## config.mk

```make
export PLATFORM = sky130hd
export DESIGN_NAME = pipeline_datapath
export DESIGN_NICKNAME = d
export VERILOG_FILES = /design/src/lc3b_pkg.sv /design/src/fetch_stage.sv /design/src/decode_stage.sv /design/src/execute_stage.sv /design/src/writeback_stage.sv /design/src/pipeline_datapath.sv
export VERILOG_INCLUDE_DIRS = /design/src
export SDC_FILE = /design/constraint.sdc
export NUM_CORES = 1
export LEC_CHECK = 0
export ABC_AREA = 1
export BUFFER_PORTS_ARGS = -buffer_cell sky130_fd_sc_hd__buf_4
export CAP_MARGIN = 20
export CORE_ASPECT_RATIO = 0.5
export CORE_MARGIN = 8
export CORE_UTILIZATION = 30
export DETAILED_ROUTE_END_ITERATION = 10
export SYNTH_ARGS = -nofsm -noshare
export SYNTH_HDL_FRONTEND = slang
export SYNTH_SLANG_ARGS = --single-unit
```

## constraint.sdc

```tcl
create_clock -name clk -period 4.3 [get_ports clk]
set_input_delay 0 -clock clk [delete_from_list [all_inputs] [get_ports clk]]
set_output_delay 0 -clock clk [all_outputs]
set_load 0.01 [all_outputs]
```

## src/lc3b_defines.svh

```systemverilog
`ifndef LC3B_DEFINES_SVH
`define LC3B_DEFINES_SVH

// Data path and address width
`define LC3B_WORD_W 16

// Register index width and register count
`define LC3B_REG_W 3
`define LC3B_NUM_REGS 8

// First fetch address out of reset
`define LC3B_RESET_PC 16'h0000

// BR with n, z and p all clear, never taken
`define LC3B_NOP_INSTR 16'h0000

`endif

```

## src/lc3b_pkg.sv

```systemverilog
`include "lc3b_defines.svh"

package lc3b_pkg;

	typedef logic [`LC3B_WORD_W-1:0] lc3b_word;
	typedef logic [`LC3B_REG_W-1:0]  lc3b_reg;
	typedef logic [2:0]              lc3b_nzp;     // n, z, p
	typedef logic [4:0]              lc3b_imm5;
	typedef logic [5:0]              lc3b_offset6; // LDR/STR word offset
	typedef logic [8:0]              lc3b_offset9; // BR word offset

	// ISA encodings of the kept instructions
	typedef enum logic [3:0] {
		op_br  = 4'b0000,
		op_add = 4'b0001,
		op_and = 4'b0101,
		op_ldr = 4'b0110,
		op_str = 4'b0111,
		op_not = 4'b1001
	} lc3b_opcode;

	typedef enum logic [1:0] {
		alu_add,
		alu_and,
		alu_not,
		alu_pass  // Operand b straight through
	} lc3b_aluop;

	// Operand source chosen in decode, applied in EX
	typedef enum logic [1:0] {
		fwd_none,
		fwd_ex_mem,
		fwd_mem_wb
	} lc3b_fwd_sel;

endpackage

```

## src/fetch_stage.sv

```systemverilog
`timescale 1ns/1ps
`include "lc3b_defines.svh"

module fetch_stage (
	input  logic               clk,
	input  logic               rst_n,
	input  logic               advance,     // Whole pipeline moves
	input  logic               redirect,    // Taken BR in EX
	input  lc3b_pkg::lc3b_word redirect_pc,
	input  logic               hold,        // Decode interlock
	output lc3b_pkg::lc3b_word pc,          // Also the icache address
	output lc3b_pkg::lc3b_word pc_plus2
);

	assign pc_plus2 = pc + lc3b_pkg::lc3b_word'(2);

	// Redirect beats hold, the held instruction is flushed anyway
	always_ff @(posedge clk or negedge rst_n) begin
		if (!rst_n) begin
			pc <= `LC3B_RESET_PC;
		end else if (advance) begin
			if (redirect) begin
				pc <= redirect_pc;
			end else if (!hold) begin
				pc <= pc_plus2;  // Sequential fetch
			end
		end
	end

endmodule

```

## src/decode_stage.sv

```systemverilog
`timescale 1ns/1ps
`include "lc3b_defines.svh"

module decode_stage (
	input  logic                  clk,
	input  logic                  rst_n,
	input  logic                  advance,
	input  logic                  flush,            // Taken BR in EX
	input  lc3b_pkg::lc3b_word    instr,            // icache read data
	input  lc3b_pkg::lc3b_word    pc_plus2,
	input  logic                  reg_write,        // From MEM_WB
	input  lc3b_pkg::lc3b_reg     write_dest,
	input  lc3b_pkg::lc3b_word    write_data,
	input  logic                  ex_mem_cc_write,
	input  logic                  mem_wb_cc_write,
	output logic                  hold,
	output logic                  id_ex_valid,
	output lc3b_pkg::lc3b_opcode  id_ex_opcode,
	output lc3b_pkg::lc3b_aluop   id_ex_aluop,
	output lc3b_pkg::lc3b_reg     id_ex_dest,       // nzp mask for BR
	output lc3b_pkg::lc3b_word    id_ex_sr1_val,
	output lc3b_pkg::lc3b_word    id_ex_sr2_val,
	output lc3b_pkg::lc3b_word    id_ex_imm,
	output logic                  id_ex_use_imm,
	output lc3b_pkg::lc3b_fwd_sel id_ex_fwd1,
	output lc3b_pkg::lc3b_fwd_sel id_ex_fwd2,
	output lc3b_pkg::lc3b_word    id_ex_store_data,
	output lc3b_pkg::lc3b_word    id_ex_pc
);

	lc3b_pkg::lc3b_word    if_id_instr;
	lc3b_pkg::lc3b_word    if_id_pc;
	logic                  if_id_valid;
	lc3b_pkg::lc3b_opcode  opcode;
	lc3b_pkg::lc3b_reg     dest;
	lc3b_pkg::lc3b_reg     src1;
	lc3b_pkg::lc3b_reg     src2;
	lc3b_pkg::lc3b_imm5    imm5;
	lc3b_pkg::lc3b_offset6 offset6;
	lc3b_pkg::lc3b_offset9 offset9;
	lc3b_pkg::lc3b_aluop   aluop;
	lc3b_pkg::lc3b_word    imm_ext;
	logic                  use_imm;
	logic                  writes;           // Writes a register and cc
	logic                  uses_src1;
	logic                  uses_src2;
	logic                  str_src;          // STR source goes out on port 2
	lc3b_pkg::lc3b_word    regs [`LC3B_NUM_REGS];
	lc3b_pkg::lc3b_word    rd1;
	lc3b_pkg::lc3b_word    rd2;
	logic                  id_ex_writes;
	logic                  id_ex_live;
	lc3b_pkg::lc3b_reg     ex_mem_dest_cp;   // Copy of EX_MEM destination
	logic                  ex_mem_writes_cp;
	logic                  load_use;
	logic                  cc_pending;

	// Newest producer wins
	function automatic lc3b_pkg::lc3b_fwd_sel fwd_for(
		input lc3b_pkg::lc3b_reg src,
		input logic              near_live,
		input lc3b_pkg::lc3b_reg near_dest,
		input logic              far_live,
		input lc3b_pkg::lc3b_reg far_dest
	);
		if (near_live && near_dest == src) begin
			return lc3b_pkg::fwd_ex_mem;
		end else if (far_live && far_dest == src) begin
			return lc3b_pkg::fwd_mem_wb;
		end
		return lc3b_pkg::fwd_none;
	endfunction

	// IF_ID register
	always_ff @(posedge clk or negedge rst_n) begin
		if (!rst_n) begin
			if_id_valid <= 1'b0;
			if_id_instr <= `LC3B_NOP_INSTR;
		end else if (advance) begin
			if (flush) begin
				if_id_valid <= 1'b0;
				if_id_instr <= `LC3B_NOP_INSTR;  // Wrong-path fetch dropped
			end else if (!hold) begin
				if_id_valid <= 1'b1;
				if_id_instr <= instr;
			end
		end
	end

	always_ff @(posedge clk) begin
		if (advance && !hold) begin
			if_id_pc <= pc_plus2;
		end
	end

	// Instruction fields
	assign opcode  = lc3b_pkg::lc3b_opcode'(if_id_instr[15:12]);
	assign dest    = if_id_instr[11:9];
	assign src1    = if_id_instr[8:6];  // SR1 or BaseR
	assign imm5    = if_id_instr[4:0];
	assign offset6 = if_id_instr[5:0];
	assign offset9 = if_id_instr[8:0];
	assign str_src = (opcode == lc3b_pkg::op_str);
	assign src2    = str_src ? if_id_instr[11:9] : if_id_instr[2:0];

	// Control decode
	always_comb begin
		aluop     = lc3b_pkg::alu_pass;
		use_imm   = 1'b0;
		writes    = 1'b0;
		uses_src1 = 1'b0;
		uses_src2 = 1'b0;
		imm_ext   = {{(`LC3B_WORD_W-9){offset9[8]}}, offset9};  // BR offset
		case (opcode)
			lc3b_pkg::op_add, lc3b_pkg::op_and: begin
				aluop     = (opcode == lc3b_pkg::op_add) ? lc3b_pkg::alu_add : lc3b_pkg::alu_and;
				use_imm   = if_id_instr[5];  // Immediate form
				writes    = 1'b1;
				uses_src1 = 1'b1;
				uses_src2 = !if_id_instr[5];
				imm_ext   = {{(`LC3B_WORD_W-5){imm5[4]}}, imm5};
			end
			lc3b_pkg::op_not: begin
				aluop     = lc3b_pkg::alu_not;
				writes    = 1'b1;
				uses_src1 = 1'b1;
			end
			lc3b_pkg::op_ldr, lc3b_pkg::op_str: begin
				aluop     = lc3b_pkg::alu_add;  // Base plus offset
				use_imm   = 1'b1;
				writes    = (opcode == lc3b_pkg::op_ldr);
				uses_src1 = 1'b1;
				uses_src2 = str_src;
				imm_ext   = {{(`LC3B_WORD_W-6){offset6[5]}}, offset6};
			end
			default: begin
			end
		endcase
	end

	// Register file, written from MEM_WB
	always_ff @(posedge clk or negedge rst_n) begin
		if (!rst_n) begin
			for (int i = 0; i < `LC3B_NUM_REGS; i++) begin
				regs[i] <= '0;
			end
		end else if (advance && reg_write) begin
			regs[write_dest] <= write_data;
		end
	end

	// Write-through so ID sees this cycle's writeback
	assign rd1 = (reg_write && write_dest == src1) ? write_data : regs[src1];
	assign rd2 = (reg_write && write_dest == src2) ? write_data : regs[src2];

	// Interlocks
	assign id_ex_live = id_ex_valid && id_ex_writes;
	assign load_use   = if_id_valid && id_ex_valid && (id_ex_opcode == lc3b_pkg::op_ldr) &&
	                    ((uses_src1 && src1 == id_ex_dest) || (uses_src2 && src2 == id_ex_dest));
	assign cc_pending = if_id_valid && (opcode == lc3b_pkg::op_br) &&
	                    (id_ex_live || ex_mem_cc_write || mem_wb_cc_write);
	assign hold       = load_use || cc_pending;

	// ID_EX control, bubble on hold or flush
	always_ff @(posedge clk or negedge rst_n) begin
		if (!rst_n) begin
			id_ex_valid      <= 1'b0;
			id_ex_writes     <= 1'b0;
			ex_mem_writes_cp <= 1'b0;
		end else if (advance) begin
			id_ex_valid      <= if_id_valid && !flush && !hold;
			id_ex_writes     <= writes;
			ex_mem_writes_cp <= id_ex_live;  // Follows ID_EX into EX_MEM
		end
	end

	// ID_EX payload, meaningless while id_ex_valid is low
	always_ff @(posedge clk) begin
		if (advance) begin
			id_ex_opcode     <= opcode;
			id_ex_aluop      <= aluop;
			id_ex_dest       <= dest;
			id_ex_sr1_val    <= rd1;
			id_ex_sr2_val    <= rd2;
			id_ex_imm        <= imm_ext;
			id_ex_use_imm    <= use_imm;
			id_ex_store_data <= rd2;  // STR source when str_src
			id_ex_pc         <= if_id_pc;
			id_ex_fwd1       <= fwd_for(src1, id_ex_live, id_ex_dest, ex_mem_writes_cp,
			                            ex_mem_dest_cp);
			id_ex_fwd2       <= fwd_for(src2, id_ex_live, id_ex_dest, ex_mem_writes_cp,
			                            ex_mem_dest_cp);
			ex_mem_dest_cp   <= id_ex_dest;
		end
	end

endmodule

```

## src/execute_stage.sv

```systemverilog
`timescale 1ns/1ps

module execute_stage (
	input  logic                  clk,
	input  logic                  rst_n,
	input  logic                  advance,
	input  logic                  id_ex_valid,
	input  lc3b_pkg::lc3b_opcode  id_ex_opcode,
	input  lc3b_pkg::lc3b_aluop   id_ex_aluop,
	input  lc3b_pkg::lc3b_reg     id_ex_dest,
	input  lc3b_pkg::lc3b_word    id_ex_sr1_val,
	input  lc3b_pkg::lc3b_word    id_ex_sr2_val,
	input  lc3b_pkg::lc3b_word    id_ex_imm,
	input  logic                  id_ex_use_imm,
	input  lc3b_pkg::lc3b_fwd_sel id_ex_fwd1,
	input  lc3b_pkg::lc3b_fwd_sel id_ex_fwd2,
	input  lc3b_pkg::lc3b_word    id_ex_store_data,
	input  lc3b_pkg::lc3b_word    id_ex_pc,          // Already PC plus two
	input  lc3b_pkg::lc3b_nzp     cc,
	input  lc3b_pkg::lc3b_word    mem_wb_value,      // Writeback mux output
	output logic                  redirect,
	output lc3b_pkg::lc3b_word    redirect_pc,
	output logic                  ex_mem_valid,
	output lc3b_pkg::lc3b_word    ex_mem_result,
	output lc3b_pkg::lc3b_reg     ex_mem_dest,
	output logic                  ex_mem_wr_reg,
	output logic                  ex_mem_wr_cc,
	output logic                  ex_mem_mem_read,
	output lc3b_pkg::lc3b_word    dcache_address,
	output lc3b_pkg::lc3b_word    dcache_wdata,
	output logic                  dcache_read,
	output logic                  dcache_write
);

	lc3b_pkg::lc3b_word op_a;
	lc3b_pkg::lc3b_word op_b_reg;   // Forwarded register operand
	lc3b_pkg::lc3b_word op_b;
	lc3b_pkg::lc3b_word store_val;
	lc3b_pkg::lc3b_word offset_x2;
	lc3b_pkg::lc3b_word alu_out;
	lc3b_pkg::lc3b_nzp  br_mask;
	logic               is_br;
	logic               is_ldr;
	logic               is_str;
	logic               writes;
	logic               ex_mem_mem_write;
	lc3b_pkg::lc3b_word ex_mem_wdata;

	function automatic lc3b_pkg::lc3b_word fwd_mux(
		input lc3b_pkg::lc3b_fwd_sel sel,
		input lc3b_pkg::lc3b_word    reg_val,
		input lc3b_pkg::lc3b_word    from_ex_mem,
		input lc3b_pkg::lc3b_word    from_mem_wb
	);
		case (sel)
			lc3b_pkg::fwd_ex_mem: return from_ex_mem;
			lc3b_pkg::fwd_mem_wb: return from_mem_wb;
			default:              return reg_val;
		endcase
	endfunction

	assign op_a      = fwd_mux(id_ex_fwd1, id_ex_sr1_val, ex_mem_result, mem_wb_value);
	assign op_b_reg  = fwd_mux(id_ex_fwd2, id_ex_sr2_val, ex_mem_result, mem_wb_value);
	assign store_val = fwd_mux(id_ex_fwd2, id_ex_store_data, ex_mem_result, mem_wb_value);

	assign is_br  = (id_ex_opcode == lc3b_pkg::op_br);
	assign is_ldr = (id_ex_opcode == lc3b_pkg::op_ldr);
	assign is_str = (id_ex_opcode == lc3b_pkg::op_str);
	assign writes = id_ex_opcode inside {lc3b_pkg::op_add, lc3b_pkg::op_and,
	                                     lc3b_pkg::op_not, lc3b_pkg::op_ldr};

	// Word offsets for memory and branch
	assign offset_x2 = id_ex_imm << 1;
	assign op_b      = !id_ex_use_imm        ? op_b_reg  :
	                   (is_ldr || is_str)    ? offset_x2 : id_ex_imm;

	always_comb begin
		case (id_ex_aluop)
			lc3b_pkg::alu_add: alu_out = op_a + op_b;
			lc3b_pkg::alu_and: alu_out = op_a & op_b;
			lc3b_pkg::alu_not: alu_out = ~op_a;
			default:           alu_out = op_b;  // Pass
		endcase
	end

	// Branch test against the committed cc
	assign br_mask     = id_ex_dest;  // nzp bits of BR
	assign redirect    = id_ex_valid && is_br && |(br_mask & cc);
	assign redirect_pc = id_ex_pc + offset_x2;

	// EX_MEM control
	always_ff @(posedge clk or negedge rst_n) begin
		if (!rst_n) begin
			ex_mem_valid     <= 1'b0;
			ex_mem_wr_reg    <= 1'b0;
			ex_mem_wr_cc     <= 1'b0;
			ex_mem_mem_read  <= 1'b0;
			ex_mem_mem_write <= 1'b0;
		end else if (advance) begin
			ex_mem_valid     <= id_ex_valid;
			ex_mem_wr_reg    <= writes;
			ex_mem_wr_cc     <= writes;  // Every register writer sets cc
			ex_mem_mem_read  <= is_ldr;
			ex_mem_mem_write <= is_str;
		end
	end

	// EX_MEM payload
	always_ff @(posedge clk) begin
		if (advance) begin
			ex_mem_result <= alu_out;
			ex_mem_dest   <= id_ex_dest;
			ex_mem_wdata  <= store_val;
		end
	end

	// Data cache request, steady while stalled
	assign dcache_address = ex_mem_result;
	assign dcache_wdata   = ex_mem_wdata;
	assign dcache_read    = ex_mem_valid && ex_mem_mem_read;
	assign dcache_write   = ex_mem_valid && ex_mem_mem_write;

endmodule

```

## src/writeback_stage.sv

```systemverilog
`timescale 1ns/1ps

module writeback_stage (
	input  logic               clk,
	input  logic               rst_n,
	input  logic               advance,
	input  logic               ex_mem_valid,
	input  lc3b_pkg::lc3b_word ex_mem_result,
	input  lc3b_pkg::lc3b_reg  ex_mem_dest,
	input  logic               ex_mem_wr_reg,
	input  logic               ex_mem_wr_cc,
	input  logic               ex_mem_mem_read,
	input  lc3b_pkg::lc3b_word dcache_rdata,
	output logic               reg_write,
	output lc3b_pkg::lc3b_reg  write_dest,
	output lc3b_pkg::lc3b_word write_data,
	output lc3b_pkg::lc3b_nzp  cc,
	output logic               ex_mem_cc_write,   // For the BR interlock
	output logic               mem_wb_cc_write
);

	logic               mem_wb_valid;
	logic               mem_wb_wr_reg;
	logic               mem_wb_wr_cc;
	logic               mem_wb_mem_read;
	lc3b_pkg::lc3b_word mem_wb_result;
	lc3b_pkg::lc3b_word mem_wb_rdata;   // Load data
	lc3b_pkg::lc3b_reg  mem_wb_dest;
	lc3b_pkg::lc3b_nzp  gen_cc;

	// MEM_WB control
	always_ff @(posedge clk or negedge rst_n) begin
		if (!rst_n) begin
			mem_wb_valid    <= 1'b0;
			mem_wb_wr_reg   <= 1'b0;
			mem_wb_wr_cc    <= 1'b0;
			mem_wb_mem_read <= 1'b0;
		end else if (advance) begin
			mem_wb_valid    <= ex_mem_valid;
			mem_wb_wr_reg   <= ex_mem_wr_reg;
			mem_wb_wr_cc    <= ex_mem_wr_cc;
			mem_wb_mem_read <= ex_mem_mem_read;
		end
	end

	// Advance implies dcache_resp for a pending load
	always_ff @(posedge clk) begin
		if (advance) begin
			mem_wb_result <= ex_mem_result;
			mem_wb_rdata  <= dcache_rdata;
			mem_wb_dest   <= ex_mem_dest;
		end
	end

	assign write_data      = mem_wb_mem_read ? mem_wb_rdata : mem_wb_result;
	assign write_dest      = mem_wb_dest;
	assign reg_write       = mem_wb_valid && mem_wb_wr_reg;
	assign ex_mem_cc_write = ex_mem_valid && ex_mem_wr_cc;
	assign mem_wb_cc_write = mem_wb_valid && mem_wb_wr_cc;

	// nzp of the written value
	always_comb begin
		if ($signed(write_data) < 0) begin
			gen_cc = 3'b100;
		end else if (write_data == '0) begin
			gen_cc = 3'b010;
		end else begin
			gen_cc = 3'b001;
		end
	end

	always_ff @(posedge clk or negedge rst_n) begin
		if (!rst_n) begin
			cc <= '0;  // No flag set, BR falls through
		end else if (advance && mem_wb_cc_write) begin
			cc <= gen_cc;
		end
	end

endmodule

```

## src/pipeline_datapath.sv

```systemverilog
`timescale 1ns/1ps

module pipeline_datapath (
	input  logic               clk,
	input  logic               rst_n,
	input  logic               icache_resp,
	input  logic               dcache_resp,
	input  lc3b_pkg::lc3b_word icache_rdata,
	input  lc3b_pkg::lc3b_word dcache_rdata,
	output logic               icache_read,
	output logic               dcache_read,
	output logic               dcache_write,
	output lc3b_pkg::lc3b_word icache_address,
	output lc3b_pkg::lc3b_word dcache_address,
	output lc3b_pkg::lc3b_word dcache_wdata
);

	logic                  advance;
	logic                  hold;
	logic                  redirect;           // Also the decode flush
	lc3b_pkg::lc3b_word    redirect_pc;
	lc3b_pkg::lc3b_word    pc_plus2;

	// ID_EX
	logic                  id_ex_valid;
	lc3b_pkg::lc3b_opcode  id_ex_opcode;
	lc3b_pkg::lc3b_aluop   id_ex_aluop;
	lc3b_pkg::lc3b_reg     id_ex_dest;
	lc3b_pkg::lc3b_word    id_ex_sr1_val;
	lc3b_pkg::lc3b_word    id_ex_sr2_val;
	lc3b_pkg::lc3b_word    id_ex_imm;
	logic                  id_ex_use_imm;
	lc3b_pkg::lc3b_fwd_sel id_ex_fwd1;
	lc3b_pkg::lc3b_fwd_sel id_ex_fwd2;
	lc3b_pkg::lc3b_word    id_ex_store_data;
	lc3b_pkg::lc3b_word    id_ex_pc;

	// EX_MEM
	logic                  ex_mem_valid;
	lc3b_pkg::lc3b_word    ex_mem_result;
	lc3b_pkg::lc3b_reg     ex_mem_dest;
	logic                  ex_mem_wr_reg;
	logic                  ex_mem_wr_cc;
	logic                  ex_mem_mem_read;

	// Writeback results
	logic                  reg_write;
	lc3b_pkg::lc3b_reg     write_dest;
	lc3b_pkg::lc3b_word    write_data;
	lc3b_pkg::lc3b_nzp     cc;
	logic                  ex_mem_cc_write;
	logic                  mem_wb_cc_write;

	// Instruction fetch never idles
	assign icache_read = 1'b1;

	// Any missing cache response freezes every stage
	assign advance = icache_resp && (!(dcache_read || dcache_write) || dcache_resp);

	fetch_stage u_fetch (
		.pc (icache_address),
		.*
	);

	decode_stage u_decode (
		.instr (icache_rdata),
		.flush (redirect),
		.*
	);

	execute_stage u_execute (
		.mem_wb_value (write_data),
		.*
	);

	writeback_stage u_writeback (
		.*
	);

endmodule

```

==> run summary <==
status = complete, no violations
# DRC = 0
final hold viol count = 0
CP max FO = 10
Setup TNS = 0 ns
synthesis-to-layout area growth = 17.6%
top_reg_cell synth = dfrtp_1
vias in the first global route = 15,200
Seq/Total Area, Yosys = 51.1%
synthesized area per cell = 8.42 um^2
max-slew violation count = 0
final net count = 2,261
Die X = 360 um
slew margin rel. = 27.4%
Post-Place Worst Slack = 0.624 ns
register with the most flip-flops = u_decode.regs
Critical Path End = u_execute.dcache_address[14]
CTS tree = done
starting density of the core = 30.2%
Max Fclk = 263 MHz
RR Startpoint = u_decode.id_ex_opcode[3]
critical path required time = 4.58 ns
Startpoint Class = flip-flop
DRT Wirelength = 56.4 mm
Final ANT Viol Nets = 0
post_cts resized = 0
Routed wire per std cell = 18.8 um
final worst slack = 0.493 ns
slowest stage delay, CP = 0.46 ns
routability-driven placement congestion ratio = 0.939
post-route clock period utilization = 88.5%
CTS root buf = clkbuf_16
Max VDD drop = 273 uV
crit end category = flip-flop
RSZ-0062 raised after global routing = no
Vias = 15,400
antenna violations before repair = 3
IO Pins = 87
Iter 0 DRT Violations = 1,498
global-route wire length before repair = 88.7 mm
Post-synth EDFFs = 157
clock-pin slew of the registers on the worst-case setup and hold paths = 0.06 ns
Final setup violation count = 0
number of buffers added on ports = 85
worst-path cell chain = nor2_1 > inv_1 > nor2_1 > clkinv_1 > o21ai_0 > nand2_1 > ha_1 > a21oi_1 > nand2_1 > a21boi_0 > o21ai_0 > or2_2 > nand3_1 > nand3_1
Yosys cell types = 47
crit path launch = u_decode.id_ex_opcode[3]
CTS Buf Count = 38
critical path's slowest cell = nor2_1
R2R cell count = 14
worst endpoint data arrival time = 4.08 ns
die area = 67,600 um^2
area of the core = 58,800 um^2
CTS H-tree depth = 2
Crit Path Category = reg2reg
Design Power = 12.6 mW
Die H = 188 um
total setup buffers inserted after CTS = 0
Rows = 63
max reg flops = 128
Initial DRT Pass Iterations = 6
Setup Skew = 0.0396 ns
All-Layer GR Usage = 16.2%
asr flop ratio synth = 52.6%
Hold Crit Class = in2reg
Syn Inst Count = 2,107
layout cells sized above 1 = 10.6%
worst-skew pair later-pin latency = 0.55 ns
#FFs+latches synth = 331
Least-Margin Pin Slew = 1.09 ns
DP HPWL = 37.5 mm
Longest Clk Path Bufs = 3
Yosys Warn Count = 0
power per cell area = 604 nW/um^2
largest net degree at the start of global routing = 174
RR Endpoint = u_execute.dcache_address[14]
minimum clock period = 3.81 ns
R2R Setup Slk = 0.49 ns
maxcap violations = 0
CTS Sinks = 331
Post-Syn Area = 17,700 um^2
grt total ovfl = 0
leakage = 8.99 nW
Via density = 5.15
synthesized net count = 2,181
power breakdown:
part | total, mW | switching (mW) | internal, mW
combinational | 4.24 | 2.74 | 1.50
clock | 3.36 | 1.37 | 1.99
sequential | 5.01 | 0.682 | 4.33
stage by stage:
step                      hold WS [ns]  std cells  area, um^2  util [%]
after floorplan                 -0.296       2107       17700         -
after global placement          -0.218       2892       19200      32.7
after global routing             0.162       2998       20900      35.5
final                            0.124       2998       20900      35.5
after detailed placement        -0.218       2892       19200      32.7
after CTS                        0.102       2996       20900      35.5
cells in the final DEF (no fill, tap or decap), drive strengths merged, types with 3 or more instances in the layout:
master	n
edfxtp	157
dfrtp	174
clkinv	14
a31oi	3
nand3	130
nor2	98
xor2	12
buf	134
a21boi	3
o21ai	344
or2	16
a22oi	13
inv	190
ha	36
nand4	32
a21o	7
nor3	11
o21bai	4
o22ai	11
o211ai	61
xnor2	13
nand2	460
a21oi	172
clkbuf	53
o2111ai	6
nand3b	3
nor4	7
dlygate4sd3	35
layer usage:
metal  vias up  routed length, um  global-route usage [%]
met5         -                  0                       0
met4         0               1360                    4.65
met3        94               3360                    2.49
met2       518              26600                    27.1
met1      7410              25100                    21.9
li1       7419                  -                       -
cells in the mapped netlist, types with 5 or more instances:
library cell,number,share of area (%)
clkinv_1,5,0.11
ha_1,36,2.5
xnor2_1,13,0.64
nor3_1,11,0.31
nor4_1,7,0.25
buf_2,19,0.54
o2111ai_1,6,0.30
buf_4,5,0.21
a21o_1,7,0.30
nand3_1,130,3.7
a22oi_1,13,0.55
inv_1,183,3.9
buf_1,12,0.25
o211ai_1,61,2.6
nand2_2,6,0.21
a21oi_1,172,4.9
dfrtp_1,174,25
nand4_1,32,1.1
clkbuf_1,91,1.9
o21ai_1,11,0.31
or2_2,16,0.56
o21ai_0,332,9.4
o22ai_1,11,0.39
xor2_1,12,0.59
nor2_1,96,2.0
nand2_1,450,9.5
edfxtp_1,157,27
timing repair:
action / in CTS / in global routing
hold endpoints to repair: 207 / 0
endpoints found under the setup margin: 0 / 0
hold buffers: 35 / 0
logic make-up (layout without fill, tap and decap cells):
family	count (synthesis)	count (layout)	synth area share, %
adders and majority gates	38	38	2.77
xor gates and xnor gates	25	25	1.23
buffers and inverters	321	430	7.12
AOI/OAI and AO/OA	632	632	19.5
other	1	3	0.0211
DFF	331	331	51.1
and+or+nand+nor	759	759	18.2
layout make-up:
class	count	area [um^2]
clock buffers	53	1140
flip-flops and latches	331	9070
fillers	5982	37900
well taps	780	976
repair buffers	169	1390
clock inverters	16	149
inverters	192	726
diodes	2	5.00
multi-input cells	1455	7410
worst min path at each step:
stage                     cells after the start                         to  slack, ns         from
after global routing                          5  u_execute.ex_mem_mem_read       0.16  dcache_resp
after global placement                        1   u_decode.if_id_instr[14]      -0.22        rst_n
after CTS                                     5  u_execute.ex_mem_mem_read       0.10  dcache_resp
final                                         5  u_execute.ex_mem_mem_read       0.12  dcache_resp
after floorplan                               0  u_decode.ex_mem_writes_cp      -0.30        rst_n
after detailed placement                      1   u_decode.if_id_instr[14]      -0.22        rst_n
critical path, delay by kind of cell (launching register included):
| kind | cells | cell delay (ns) |
|---|---|---|
| adder cells (fa/ha/maj) | 1 | 0.35 |
| AND/OR/NAND/NOR | 7 | 1.27 |
| buffers and inverters | 2 | 0.49 |
| AO/OA/AOI/OAI | 4 | 0.99 |
| flip-flops | 1 | 0.41 |
(Power assumes the default switching activity.)
